File: src/logic/decodePkg.sv
package decodePkg;

    localparam int DataWidth    = 32;
    localparam int RegAddrWidth = 5;
    localparam int OpcodeWidth  = 6;  // primary opcode and funct
    localparam int ShamtWidth   = 5;
    localparam int ImmWidth     = 16; // I-type immediate
    localparam int TargetWidth  = 26; // J-type target

    localparam logic [RegAddrWidth-1:0] LinkReg = 5'd31; // $ra

    typedef enum logic [OpcodeWidth-1:0] {
        opSpecial = 6'b000000,
        opRegimm  = 6'b000001,
        opJ       = 6'b000010,
        opJal     = 6'b000011,
        opBeq     = 6'b000100,
        opBne     = 6'b000101,
        opBlez    = 6'b000110,
        opBgtz    = 6'b000111,
        opAddi    = 6'b001000,
        opAddiu   = 6'b001001,
        opSlti    = 6'b001010,
        opSltiu   = 6'b001011,
        opAndi    = 6'b001100,
        opOri     = 6'b001101,
        opXori    = 6'b001110,
        opLui     = 6'b001111,
        opLb      = 6'b100000,
        opLh      = 6'b100001,
        opLw      = 6'b100011,
        opLbu     = 6'b100100,
        opLhu     = 6'b100101,
        opSb      = 6'b101000,
        opSh      = 6'b101001,
        opSw      = 6'b101011
    } primaryOp_e;

    typedef enum logic [OpcodeWidth-1:0] {
        fnSll     = 6'b000000,
        fnSrl     = 6'b000010,
        fnSra     = 6'b000011,
        fnSllv    = 6'b000100,
        fnSrlv    = 6'b000110,
        fnSrav    = 6'b000111,
        fnJr      = 6'b001000,
        fnJalr    = 6'b001001,
        fnSyscall = 6'b001100,
        fnBreak   = 6'b001101,
        fnAdd     = 6'b100000,
        fnAddu    = 6'b100001,
        fnSub     = 6'b100010,
        fnSubu    = 6'b100011,
        fnAnd     = 6'b100100,
        fnOr      = 6'b100101,
        fnXor     = 6'b100110,
        fnNor     = 6'b100111,
        fnSlt     = 6'b101010,
        fnSltu    = 6'b101011
    } funct_e;

    // rt field of REGIMM
    typedef enum logic [RegAddrWidth-1:0] {
        riBltz   = 5'b00000,
        riBgez   = 5'b00001,
        riBltzal = 5'b10000,
        riBgezal = 5'b10001
    } regimmOp_e;

    typedef enum logic [3:0] {
        aluAdd,
        aluSub,
        aluAnd,
        aluOr,
        aluNor,
        aluXor,
        aluSlt,
        aluSltu,
        aluShiftLeft,
        aluShiftRight,
        aluShiftArith
    } aluOp_e;

    typedef enum logic [2:0] {
        cmpNone,
        cmpEqual,
        cmpNotEqual,
        cmpLessEqualZero,
        cmpGreaterZero,
        cmpLessZero,
        cmpGreaterEqualZero
    } cmpOp_e;

    typedef enum logic [1:0] {
        grfNone,
        grfAlu,
        grfMem,
        grfPc // return address for links
    } grfSrc_e;

    typedef enum logic [1:0] {
        memByte,
        memHalf,
        memWord
    } memWidth_e;

    typedef enum logic {
        jumpRegister,
        jumpImmediate
    } jumpSrc_e;

    typedef enum logic [1:0] {
        excNone,
        excSyscall,
        excBreak,
        excUnknownInstruction
    } exception_e;

    // all-zero value means no action in every field
    typedef struct packed {
        logic [RegAddrWidth-1:0] regRead1;
        logic [RegAddrWidth-1:0] regRead2;
        logic [RegAddrWidth-1:0] destReg;
        aluOp_e                  aluOp;
        logic                    aluSrc;        // immediate as second operand
        logic [DataWidth-1:0]    immediate;
        logic                    checkOverflow;
        grfSrc_e                 grfSrc;
        logic                    memLoad;
        logic                    memStore;
        memWidth_e               memWidth;
        logic                    memSignExtend;
        logic                    calcAddress;
        logic                    branch;
        cmpOp_e                  cmpOp;
        logic                    absJump;
        jumpSrc_e                jumpSrc;
        exception_e              exception;
    } controls_t;

    typedef struct packed {
        logic      hit;
        controls_t ctrl;
    } decodeResult_t;

    localparam controls_t NopControls = '0;

endpackage

File: src/logic/specialDecoder.sv
`timescale 1ns/1ps

module specialDecoder (
    input  logic [decodePkg::DataWidth-1:0] instr,
    output decodePkg::decodeResult_t        result
);
    import decodePkg::*;

    primaryOp_e              opcode;
    funct_e                  funct;
    logic [RegAddrWidth-1:0] rs;
    logic [RegAddrWidth-1:0] rt;
    logic [RegAddrWidth-1:0] rd;
    logic [ShamtWidth-1:0]   shamt;
    logic                    hit;
    controls_t               ctrl;

    assign opcode = primaryOp_e'(instr[DataWidth-1 -: OpcodeWidth]);
    assign funct  = funct_e'(instr[OpcodeWidth-1:0]);
    assign rs     = instr[25:21];
    assign rt     = instr[20:16];
    assign rd     = instr[15:11];
    assign shamt  = instr[10:6];

    always_comb
    begin
        hit  = 1'b0;
        ctrl = NopControls;
        if (opcode == opSpecial)
        begin
            hit = 1'b1;
            case (funct)
                fnAddu, fnAdd, fnSubu, fnSub, fnAnd, fnOr, fnNor, fnXor, fnSlt, fnSltu:
                begin
                    ctrl.regRead1      = rs;
                    ctrl.regRead2      = rt;
                    ctrl.destReg       = rd;
                    ctrl.grfSrc        = grfAlu;
                    ctrl.checkOverflow = (funct == fnAdd) || (funct == fnSub); // trapping forms
                end
                fnSll, fnSrl, fnSra:
                begin
                    ctrl.regRead1  = rt;
                    ctrl.destReg   = rd;
                    ctrl.grfSrc    = grfAlu;
                    ctrl.aluSrc    = 1'b1;
                    ctrl.immediate = {{(DataWidth-ShamtWidth){1'b0}}, shamt};
                end
                fnSllv, fnSrlv, fnSrav:
                begin
                    ctrl.regRead1 = rt; // value to shift
                    ctrl.regRead2 = rs; // amount
                    ctrl.destReg  = rd;
                    ctrl.grfSrc   = grfAlu;
                end
                fnJr, fnJalr:
                begin
                    ctrl.regRead1 = rs;
                    ctrl.absJump  = 1'b1;
                    ctrl.jumpSrc  = jumpRegister;
                    if (funct == fnJalr)
                    begin
                        ctrl.destReg = rd;
                        ctrl.grfSrc  = grfPc;
                    end
                end
                fnSyscall: ctrl.exception = excSyscall;
                fnBreak:   ctrl.exception = excBreak;
                default:   hit = 1'b0; // mult, div, traps and unused codes
            endcase

            case (funct)
                fnSub, fnSubu:   ctrl.aluOp = aluSub;
                fnAnd:           ctrl.aluOp = aluAnd;
                fnOr:            ctrl.aluOp = aluOr;
                fnNor:           ctrl.aluOp = aluNor;
                fnXor:           ctrl.aluOp = aluXor;
                fnSlt:           ctrl.aluOp = aluSlt;
                fnSltu:          ctrl.aluOp = aluSltu;
                fnSll, fnSllv:   ctrl.aluOp = aluShiftLeft;
                fnSrl, fnSrlv:   ctrl.aluOp = aluShiftRight;
                fnSra, fnSrav:   ctrl.aluOp = aluShiftArith;
                default:         ctrl.aluOp = aluAdd;
            endcase

            if (!hit)
                ctrl = NopControls;
        end
    end

    assign result = '{hit: hit, ctrl: ctrl};

endmodule

File: src/logic/immediateDecoder.sv
`timescale 1ns/1ps

module immediateDecoder (
    input  logic [decodePkg::DataWidth-1:0] instr,
    output decodePkg::decodeResult_t        result
);
    import decodePkg::*;

    primaryOp_e              opcode;
    logic [RegAddrWidth-1:0] rs;
    logic [RegAddrWidth-1:0] rt;
    logic [ImmWidth-1:0]     imm;
    logic [DataWidth-1:0]    signExtImm;
    logic [DataWidth-1:0]    zeroExtImm;
    logic [DataWidth-1:0]    shiftedImm;
    logic                    hit;
    controls_t               ctrl;

    assign opcode = primaryOp_e'(instr[DataWidth-1 -: OpcodeWidth]);
    assign rs     = instr[25:21];
    assign rt     = instr[20:16];
    assign imm    = instr[ImmWidth-1:0];

    assign signExtImm = {{(DataWidth-ImmWidth){imm[ImmWidth-1]}}, imm};
    assign zeroExtImm = {{(DataWidth-ImmWidth){1'b0}}, imm};
    assign shiftedImm = {imm, {(DataWidth-ImmWidth){1'b0}}}; // lui

    always_comb
    begin
        hit  = 1'b1;
        ctrl = NopControls;
        ctrl.regRead1 = rs;
        case (opcode)
            opAddi, opAddiu, opSlti, opSltiu, opAndi, opOri, opXori, opLui:
            begin
                ctrl.destReg       = rt;
                ctrl.grfSrc        = grfAlu;
                ctrl.aluSrc        = 1'b1;
                ctrl.checkOverflow = (opcode == opAddi);
                case (opcode)
                    opAndi, opOri, opXori: ctrl.immediate = zeroExtImm;
                    opLui:                 ctrl.immediate = shiftedImm;
                    default:               ctrl.immediate = signExtImm;
                endcase
                case (opcode)
                    opSlti:  ctrl.aluOp = aluSlt;
                    opSltiu: ctrl.aluOp = aluSltu;
                    opAndi:  ctrl.aluOp = aluAnd;
                    opOri:   ctrl.aluOp = aluOr;
                    opXori:  ctrl.aluOp = aluXor;
                    default: ctrl.aluOp = aluAdd; // addi, addiu, lui
                endcase
            end
            opLb, opLh, opLw, opLbu, opLhu:
            begin
                ctrl.memLoad       = 1'b1;
                ctrl.calcAddress   = 1'b1;
                ctrl.grfSrc        = grfMem;
                ctrl.destReg       = rt;
                ctrl.immediate     = signExtImm;
                ctrl.memSignExtend = (opcode == opLb) || (opcode == opLh);
                case (opcode)
                    opLb, opLbu: ctrl.memWidth = memByte;
                    opLh, opLhu: ctrl.memWidth = memHalf;
                    default:     ctrl.memWidth = memWord;
                endcase
            end
            opSb, opSh, opSw:
            begin
                ctrl.regRead2    = rt; // store data
                ctrl.memStore    = 1'b1;
                ctrl.calcAddress = 1'b1;
                ctrl.immediate   = signExtImm;
                case (opcode)
                    opSb:    ctrl.memWidth = memByte;
                    opSh:    ctrl.memWidth = memHalf;
                    default: ctrl.memWidth = memWord;
                endcase
            end
            default:
            begin
                hit  = 1'b0;
                ctrl = NopControls;
            end
        endcase
    end

    assign result = '{hit: hit, ctrl: ctrl};

endmodule

File: src/logic/branchDecoder.sv
`timescale 1ns/1ps

module branchDecoder (
    input  logic [decodePkg::DataWidth-1:0] instr,
    output decodePkg::decodeResult_t        result
);
    import decodePkg::*;

    primaryOp_e              opcode;
    regimmOp_e               regimmOp;
    logic [RegAddrWidth-1:0] rs;
    logic [RegAddrWidth-1:0] rt;
    logic [DataWidth-1:0]    offset;
    logic [DataWidth-1:0]    target;
    logic                    hit;
    controls_t               ctrl;

    assign opcode   = primaryOp_e'(instr[DataWidth-1 -: OpcodeWidth]);
    assign rs       = instr[25:21];
    assign rt       = instr[20:16];
    assign regimmOp = regimmOp_e'(rt);

    // word offset, the fetch side does the scaling
    assign offset = {{(DataWidth-ImmWidth){instr[ImmWidth-1]}}, instr[ImmWidth-1:0]};
    assign target = {{(DataWidth-TargetWidth){1'b0}}, instr[TargetWidth-1:0]};

    always_comb
    begin
        hit  = 1'b1;
        ctrl = NopControls;
        case (opcode)
            opBeq, opBne, opBlez, opBgtz:
            begin
                ctrl.regRead1  = rs;
                ctrl.branch    = 1'b1;
                ctrl.immediate = offset;
                case (opcode)
                    opBeq:   ctrl.cmpOp = cmpEqual;
                    opBne:   ctrl.cmpOp = cmpNotEqual;
                    opBlez:  ctrl.cmpOp = cmpLessEqualZero;
                    default: ctrl.cmpOp = cmpGreaterZero;
                endcase
                if (opcode == opBeq || opcode == opBne)
                    ctrl.regRead2 = rt;
            end
            opRegimm:
            begin
                ctrl.regRead1  = rs;
                ctrl.branch    = 1'b1;
                ctrl.immediate = offset;
                case (regimmOp)
                    riBltz, riBltzal: ctrl.cmpOp = cmpLessZero;
                    riBgez, riBgezal: ctrl.cmpOp = cmpGreaterEqualZero;
                    default:          hit = 1'b0; // likely forms, traps
                endcase
                if (regimmOp == riBltzal || regimmOp == riBgezal)
                begin
                    ctrl.destReg = LinkReg;
                    ctrl.grfSrc  = grfPc;
                end
            end
            opJ, opJal:
            begin
                ctrl.absJump   = 1'b1;
                ctrl.jumpSrc   = jumpImmediate;
                ctrl.immediate = target;
                if (opcode == opJal)
                begin
                    ctrl.destReg = LinkReg;
                    ctrl.grfSrc  = grfPc;
                end
            end
            default: hit = 1'b0;
        endcase

        if (!hit)
            ctrl = NopControls;
    end

    assign result = '{hit: hit, ctrl: ctrl};

endmodule

File: src/logic/decodeStage.sv
`timescale 1ns/1ps

module decodeStage (
    input  logic                            clk,
    input  logic                            rst,
    input  logic [decodePkg::DataWidth-1:0] instr,
    input  logic                            instrValid,
    input  logic                            stall,
    output decodePkg::controls_t            controls
);
    import decodePkg::*;

    decodeResult_t specialRes;
    decodeResult_t immediateRes;
    decodeResult_t branchRes;
    controls_t     selected;

    specialDecoder specialDec (
        .instr  (instr),
        .result (specialRes)
    );

    immediateDecoder immediateDec (
        .instr  (instr),
        .result (immediateRes)
    );

    branchDecoder branchDec (
        .instr  (instr),
        .result (branchRes)
    );

    // decoders own disjoint encodings, at most one hit
    always_comb
    begin
        selected           = NopControls;
        selected.exception = excUnknownInstruction; // nobody claimed it
        if (specialRes.hit)
            selected = specialRes.ctrl;
        else if (immediateRes.hit)
            selected = immediateRes.ctrl;
        else if (branchRes.hit)
            selected = branchRes.ctrl;
    end

    always_ff @(posedge clk)
    begin
        if (rst)
            controls <= NopControls;
        else if (!stall)
            controls <= instrValid ? selected : NopControls; // bubble when no word
    end

endmodule

File: config.mk
export PLATFORM = sky130hd
export DESIGN_NAME = decodeStage
export DESIGN_NICKNAME = d
export VERILOG_FILES = /design/src/logic/decodePkg.sv /design/src/logic/specialDecoder.sv /design/src/logic/immediateDecoder.sv /design/src/logic/branchDecoder.sv /design/src/logic/decodeStage.sv
export SDC_FILE = /design/constraint.sdc
export NUM_CORES = 1
export LEC_CHECK = 0
export BUFFER_PORTS_ARGS = -buffer_cell sky130_fd_sc_hd__buf_4
export CAP_MARGIN = 20
export CORE_ASPECT_RATIO = 0.9
export CORE_UTILIZATION = 52
export DETAILED_ROUTE_END_ITERATION = 12
export PLACE_DENSITY = 0.81
export SLEW_MARGIN = 20
export SYNTH_ARGS = -nofsm -noshare
export SYNTH_HDL_FRONTEND = slang
export SYNTH_SLANG_ARGS = --single-unit
File: constraint.sdc
create_clock -name clk -period 2.1 [get_ports clk]
set_input_delay 0.21 -clock clk [delete_from_list [all_inputs] [get_ports clk]]
set_output_delay 0.21 -clock clk [all_outputs]
set_load 0.02 [all_outputs]
==> impl_results.md, run 1 <==
* Final Cycle Share at 0.918
* # IOs at 105
* Die height at 79.7 microns
* Primary FF master, synth: dfxtp_1
* CTS HTree Levels at 3
* Most frequent cells in the layout: buf_4 (125), dfxtp_1 (69), nand2_1 (35), a22o_1 (28), nor2_1 (26)
* # port buffers at 104
* Peak Freq at 519 MHz
* Post-Synthesis Cells at 397
* Commonest non-fill, non-tap cell in the layout: buf_4
* Detailed placer's ending HPWL at 8.02 mm
* First-pass GRT wire length at 16.6 mm
* RSZ-0062 raised after global routing: false
* Initial antenna violation count at 0
* Nets@finish at 545
* Maxcap violations at 0
* Ant diodes at 0
* Via density at 6.26
* Register area at 1380 sq um
* Setup CP Type: in -> reg
* Min-delay src: instr[25]
* Site row count at 27
* Peak supply drop at 0.000348 V
* CP max-delay cell: a211oi_1
* Total gr overflow at 0
* Reg-to-reg startpoint: controls[55]
* Post-Syn Area at 3490 sq um
* Clock Pin Slew Worst Setup and Hold Paths at 0.07 ns
* DRC at 0
* CTS tree: built
* Total power per unit cell area at 592 nW/um^2
* Synth Warn # at 0
* Worst-case reg-to-reg path depth at 2
* RD Place Congestion at 0.980
* CTS root buffer: clkbuf_8
* Worst-path fanout max at 6
* Number of synthesized flops with an enable pin at 0
* Max-slew headroom at 0.254
* Setup violators final at 0
* Hold buffer count at CTS at 0
* Buffers and inverters on the worst path at 2
* Skew-Pair Late Insertion Delay at 0.34 ns
* Avg WL per Cell at 18.3 microns
* Min-delay worst type: in -> reg
* CP startpoint kind: input pin
* Static Leakage at 1.96 nW
* Final Core Density at 0.731
* Core Box Area at 6280 sq um
* Multi-input logic area at 1930 sq um
* Post-Route WL at 10.9 mm
* Fin Hold WS at 0.102 ns
* CTS Buf Count at 9
* Crit-path cells: buf_4 -> inv_1 -> ha_1 -> o21bai_1 -> a221oi_2 -> nor2_1 -> a211oi_1 -> a221o_1
* Die ar. at 7040 sq um
* Pre-CTS WS at -0.105 ns
* Clk_skew at 0 ns
* Synthesis-stage register bit count at 69
* Post-Syn Nets at 438
* GRT Total Usage at 0.312
* Biggest register: controls
* Pins over their slew limit at 0
* Number of global-route vias before repair at 3245
* Worst hold path endpoint: controls[68]
* Router iterations before antenna repair at 5
* Vias at 3728
* Mapped Avg Cell Area at 8.78 sq um
* Hold Path Cell Cnt at 2
* Syn-to-layout area delta at 31.7%
* Initial Util at 0.555
* Routed Antenna Nets at 0
* Crit path arrival time at 2.21 ns
* Status: finished, final reports clean
* CTS sink count at 69
* Seq/Total Area, Yosys at 0.396
* Worst setup EP type: flip-flop
* Post-CTS Setup Inserts at 0
* Final hold vios at 0
* Die Width at 88.3 microns
* Largest net degree at the start of global routing at 48
* Max reg flops at 69
* Critical Path RT at 2.38 ns
* Crit path from: instr[1]
* Post-CTS resize count at 0
* Reg2reg end: controls[55]
* Worst-margin pin slew at 1.12 ns
* FFs w/ async S/R, synth at 0
* Ratio of cells with drive above 1 in the final layout at 0.303
* Setup ws final at 0.172 ns
* Post-synth cell types at 61
* Worst path max stage delay at 0.63 ns
* Largest registers: controls x69
* Internal reg-to-reg setup slack at 1.28 ns
* Total power at 0.00272 W
* 1st-iter DRT viols at 452
* Filler Cell Count at 520
* Crit path max-delay family: compound AO/OA/AOI/OAI gates
* Tmin final at 1.93 ns
* Clock Tree Buf Depth at 2
stage by stage:
step | setup TNS [ns] | std cells | cell area, sq um
6_report | 0 | 596 | 4590
5_1_grt | 0 | 596 | 4590
4_1_cts | 0 | 596 | 4590
3_5_place_dp | -0.884 | 580 | 4420
3_3_place_gp | -0.0355 | 580 | 4420
2_1_floorplan | 0 | 397 | 3490
Yosys cell counts (all sizes together) (2+ instances only):
cell type | number | share of area
a21o | 11 | 0.024
nand2b | 12 | 0.022
a2111oi | 2 | 0.0068
or3 | 2 | 0.0040
nor3b | 3 | 0.0065
nand3 | 6 | 0.010
buf | 11 | 0.018
a211o | 2 | 0.0050
o21ai | 24 | 0.034
o21bai | 5 | 0.011
nor4 | 2 | 0.0097
a21oi | 18 | 0.026
nor2 | 26 | 0.028
nand4 | 7 | 0.013
a221oi | 12 | 0.034
a32oi | 3 | 0.0075
nor3 | 10 | 0.016
nand2 | 36 | 0.039
xnor2 | 2 | 0.0050
mux2i | 2 | 0.0057
and2 | 9 | 0.016
a211oi | 4 | 0.010
a31oi | 2 | 0.0036
nand3b | 3 | 0.0065
o31ai | 3 | 0.0065
ha | 5 | 0.018
dfxtp | 69 | 0.40
a22oi | 15 | 0.032
a221o | 4 | 0.011
nor4b | 2 | 0.0050
nor2b | 6 | 0.011
clkbuf | 19 | 0.020
a22o | 28 | 0.070
o2bb2ai | 5 | 0.013
or4 | 2 | 0.0043
inv | 12 | 0.013
logic make-up after synthesis:
kind of cell	Yosys count	share of synthesized area
AOI/OAI and AO/OA	149	0.328
and+or+nand+nor	128	0.196
DFF	69	0.396
buffers and inverters	42	0.0510
adders and majority gates	5	0.0179
xor gates and xnor gates	2	0.00503
muxes	2	0.00574
worst register-to-register path: cells and delay by family (launching register included):
family / cells / cell delay, ns
DFF: 1 / 0.32
AOI/OAI and AO/OA: 1 / 0.25
and+or+nand+nor: 1 / 0.14
power by group:
part / internal (W) / switching [W]
logic: 0.000165 / 0.000257
registers: 0.00133 / 0.0000112
clock network: 0.000458 / 0.000498
total: 0.00195 / 0.000766
layer usage:
| metal | wire length (microns) | part of all wire | track usage | up-vias |
|---|---|---|---|---|
| li1 | - | - | - | 1701 |
| met1 | 4670 | 0.43 | 0.441 | 1753 |
| met2 | 4860 | 0.44 | 0.462 | 244 |
| met3 | 1120 | 0.10 | 0.0527 | 30 |
| met4 | 268 | 0.025 | 0.137 | 0 |
| met5 | 0 | 0 | 0 | - |
cell type report:
cell class,count,area share
clock inverters,4,0.00518
well taps,87,0.0237
multi-input cells,286,0.420
flip-flops and latches,69,0.301
repair buffers,126,0.209
inverters,12,0.00981
clock buffers,12,0.0316
worst max-delay path by stage:
stage                              end  slack, ns  cells past startpoint
after floorplan           controls[58]       0.21                      7
after global placement    controls[16]      -0.02                      9
after detailed placement  controls[56]      -0.10                      8
after CTS                 controls[56]       0.24                      8
after global routing      controls[56]       0.06                      8
final                     controls[56]       0.17                      8
Note: power is estimated with default switching activity, not from simulation.
==> inputs of run 2 (changes only) <==
clock period = 1.9 ns   (was 2.1 ns; I/O delays follow)
==> impl_results.md, run 2 (synthesis results as in run 1) <==
* Status: finished, final reports clean
* Router iterations before antenna repair at 5
* First-pass GRT wire length at 18.1 mm
* Worst setup EP type: flip-flop
* Core Box Area at 6280 sq um
* Max-slew headroom at 0.437
* Tmin final at 1.81 ns
* Crit path from: instr[1]
* Clk_skew at 0 ns
* Peak Freq at 553 MHz
* Switching Share at 0.297
* Int Pwr at 0.00216 W
* RD Place Congestion at 0.904
* Critical Path RT at 2.18 ns
* Crit-path cells: buf_4 -> inv_1 -> ha_1 -> nor2_1 -> nor4b_1 -> o311ai_4 -> a311oi_2 -> o2bb2ai_1
* CP endpoint: controls[67]
* Clk network pwr share at 0.351
* Worst-margin pin slew at 0.840 ns
* Initial Util at 0.555
* Min-delay worst type: in -> reg
* Most frequent cells in the layout: buf_4 (154), dfxtp_1 (69), nand2_1 (35), a22o_1 (28), nor2_1 (26)
* Comb pwr share at 0.167
* Worst-case reg-to-reg path depth at 2
* Die Width at 88.3 microns
* Final Cycle Share at 0.951
* Largest net degree at the start of global routing at 48
* Total gr overflow at 0
* Worst path max stage delay at 0.49 ns
* Biggest register: controls
* CP startpoint kind: input pin
* Sequential power share at 0.482
* Hold buffer count at CTS at 0
* Post-Route WL at 11.8 mm
* Final hold vios at 0
* Clock Pin Slew Worst Setup and Hold Paths at 0.08 ns
* Die height at 79.7 microns
* Ant diodes at 0
* Crit path arrival time at 2.09 ns
* Nets@finish at 574
* Pins over their slew limit at 0
* Buffers and inverters on the worst path at 2
* Crit path max-delay family: compound AO/OA/AOI/OAI gates
* 1st-iter DRT viols at 356
* Initial antenna violation count at 0
* Site row count at 27
* Via density at 6.15
* Number of global-route vias before repair at 3484
* Static Leakage at 2.09 nW
* CP max-delay cell: a311oi_2
* Total power at 0.00307 W
* Reg-to-reg startpoint: controls[62]
* # IOs at 105
* Setup violators final at 0
* Worst-path fanout max at 7
* Net Sw Power at 0.000911 W
* Maxcap violations at 0
* # port buffers at 104
* DRC at 0
* Die ar. at 7040 sq um
* Post-CTS resize count at 0
* Syn-to-layout area delta at 38.7%
* Total power per unit cell area at 635 nW/um^2
* Post-CTS Setup Inserts at 0
* TNS Setup at 0 ns
* RSZ-0062 raised after global routing: false
* Detailed placer's ending HPWL at 8.83 mm
* Internal reg-to-reg setup slack at 1.10 ns
* Ratio of cells with drive above 1 in the final layout at 0.346
* CTS tree: built
* Max reg flops at 69
* Skew-Pair Late Insertion Delay at 0.35 ns
* Reg2reg end: controls[62]
* Min-delay src: instr[25]
* Vias at 3842
* Instance count on the critical path at 8
* Commonest non-fill, non-tap cell in the layout: buf_4
* Peak supply drop at 0.000390 V
* Routed Antenna Nets at 0
* CTS HTree Levels at 3
* Clock Tree Buf Depth at 2
* Avg WL per Cell at 18.9 microns
* Largest registers: controls x69
* CTS root buffer: clkbuf_8
* GRT Total Usage at 0.346
* CTS sink count at 69
* Filler Cell Count at 484
* Setup CP Type: in -> reg
* CTS Buf Count at 9
[run 2: power groups by stage]
stage | Sequential (W) | Clock (W) | Combinational, W
3_5_place_dp | 0.00151 | 0 | 0.000499
2_1_floorplan | 0.00154 | 0 | 0.000225
5_1_grt | 0.00148 | 0.00116 | 0.000547
3_3_place_gp | 0.00151 | 0 | 0.000491
6_report | 0.00148 | 0.00108 | 0.000513
4_1_cts | 0.00148 | 0.00109 | 0.000502
[run 2: area by class of cell]
class / count / area [sq um] / share of cell area
Multi-Input combinational cell: 286 / 1950 / 0.403
Sequential cell: 69 / 1380 / 0.286
Timing Repair Buffer: 155 / 1180 / 0.243
Clock buffer: 9 / 124 / 0.0256
Tap cell: 87 / 109 / 0.0225
Clock inverter: 7 / 51.3 / 0.0106
Inverter: 12 / 45.0 / 0.00932
[run 2: metal layers]
metal | vias up | share of wire | track usage
met5 | - | 0 | 0
met2 | 232 | 0.46 | 0.534
li1 | 1763 | - | -
met1 | 1821 | 0.42 | 0.467
met4 | 0 | 0.021 | 0.127
met3 | 26 | 0.099 | 0.0817
[run 2: how the worst min path moves through the flow]
stage | end | slack (ns) | depth (start not counted)
floorplan | controls[59] | 0.30 | 1
global placement | controls[68] | 0.42 | 2
detailed placement | controls[68] | 0.43 | 2
CTS | controls[68] | 0.06 | 2
global route | controls[68] | 0.05 | 2
finish | controls[68] | 0.07 | 2
[run 2: per-stage QoR]
stage               instance area [sq um]  setup WS (ns)  hold slack [ns]  cells  utilization
finish                               4830         0.0928           0.0681    625        0.769
global route                         4830         0.0161           0.0495    625        0.769
CTS                                  4820          0.105           0.0589    625        0.766
detailed placement                   4640         -0.263            0.425    609        0.739
global placement                     4640         -0.146            0.420    609        0.739
floorplan                            3490         0.0275            0.300    397            -
==> inputs of run 3 (changes only) <==
SETUP_SLACK_MARGIN = 0.1   (was unset)
==> impl_results.md, run 3 (synthesis results as in run 1) <==
* Post-Route WL at 11.5 mm
* # port buffers at 104
* Hold buffer count at CTS at 0
* Total power at 0.00319 W
* Setup violators final at 0
* Via density at 6.19
* Final Core Density at 0.760
* Status: finished, final reports clean
* RSZ-0062 raised after global routing: true
* Die height at 79.7 microns
* Skew-Pair Late Insertion Delay at 0.34 ns
* CTS HTree Levels at 3
* Syn-to-layout area delta at 37.0%
* Worst-path fanout max at 5
* First-pass GRT wire length at 17.7 mm
* Max reg flops at 69
* Site row count at 27
* Detailed placer's ending HPWL at 8.43 mm
* Clock Tree Buf Depth at 2
* Nets@finish at 564
* Ant diodes at 0
* Tmin final at 1.76 ns
* Post-route cell area at 4770 sq um
* Filler Cell Count at 476
* DRC at 0
* Core Box Area at 6280 sq um
* Largest net degree at the start of global routing at 29
* Die Width at 88.3 microns
* Placed cells at 598
* Critical Path RT at 2.14 ns
* Crit path arrival time at 2.00 ns
* Largest registers: controls x69
* Min-delay worst type: in -> reg
* Maxcap violations at 0
* # IOs at 105
* Final Cycle Share at 0.926
* GRT Total Usage at 0.335
* Vias at 3804
* Clock Pin Slew Worst Setup and Hold Paths at 0.08 ns
* Most frequent cells in the layout: buf_4 (144), dfxtp_1 (69), nand2_1 (35), a22o_1 (28), nor2_1 (26)
* CTS sink count at 69
* 1st-iter DRT viols at 419
* Setup CP Type: in -> reg
* Commonest non-fill, non-tap cell in the layout: buf_4
* CTS tree: built
* Ratio of cells with drive above 1 in the final layout at 0.337
* CTS Buf Count at 9
* Total gr overflow at 0
* Dpl cell area at 4560 sq um
* Final hold vios at 0
* Pins over their slew limit at 0
* RD Place Congestion at 0.997
* CP startpoint kind: input pin
* Layout Cells excl Fill at 615
* Clk_skew at 0 ns
* Die ar. at 7040 sq um
* Routed Antenna Nets at 0
* Peak supply drop at 0.000483 V
* Router iterations before antenna repair at 8
* Total power per unit cell area at 668 nW/um^2
* CTS root buffer: clkbuf_8
* Worst-margin pin slew at 1.18 ns
* Peak Freq at 568 MHz
* Max-slew headroom at 0.213
* Worst setup EP type: flip-flop
* Avg WL per Cell at 18.7 microns
* Biggest register: controls
* Static Leakage at 2.06 nW
* Number of global-route vias before repair at 3460
* Initial antenna violation count at 0
* Initial Util at 0.555
-- run 3: worst paths after layout --
check | slack (ns) | depth (start not counted) | from | end
hold reg to reg | 0.45 | 2 | controls[42] | controls[42]
setup reg to reg | 1.08 | 2 | controls[55] | controls[55]
hold / removal | 0.08 | 2 | instr[11] | controls[28]
setup / recovery | 0.14 | 9 | instr[1] | controls[51]
-- run 3: area by class of cell --
class | instances | area [sq um] | share of cell area
clock inverters | 7 | 73.8 | 0.0155
repair buffers | 145 | 1100 | 0.231
clock buffers | 9 | 124 | 0.0259
well taps | 87 | 109 | 0.0228
inverters | 12 | 45.0 | 0.00943
multi-input cells | 286 | 1940 | 0.406
flip-flops and latches | 69 | 1380 | 0.289
-- run 3: through the flow --
stage	hold WS, ns	setup slack (ns)	setup TNS, ns
2_1_floorplan	0.300	0.0886	0
3_3_place_gp	0.422	-0.111	-1.24
3_5_place_dp	0.428	-0.202	-3.89
4_1_cts	0.0641	0.177	0
5_1_grt	0.0637	0.0613	0
6_report	0.0770	0.141	0
-- run 3: repair_timing --
| item | CTS | global route |
|---|---|---|
| setup endpoints to repair | 0 | 7 |
| buffers inserted | 0 | 1 |
| gates resized for setup | 0 | 1 |
-- run 3: report_power, final --
| part | total, W | internal [W] | switching (W) |
|---|---|---|---|
| combinational | 0.000498 | 0.000205 | 0.000293 |
| sequential | 0.00148 | 0.00147 | 0.0000129 |
| clock | 0.00121 | 0.000610 | 0.000600 |
-- run 3: layer usage --
metal | vias to the layer above | track usage | part of all wire
li1 | 1744 | - | -
met1 | 1779 | 0.459 | 0.42
met2 | 250 | 0.530 | 0.46
met3 | 31 | 0.0683 | 0.097
met4 | 0 | 0.0984 | 0.023
met5 | - | 0 | 0
-- run 3: critical path, cell delays in order --
cell and delay [ns]:
buf_4 0.10, inv_1 0.07, ha_2 0.21, or3_1 0.40, and2_4 0.19, o311ai_4 0.36, buf_4 0.21, o32ai_1 0.09
a22o_1 0.18
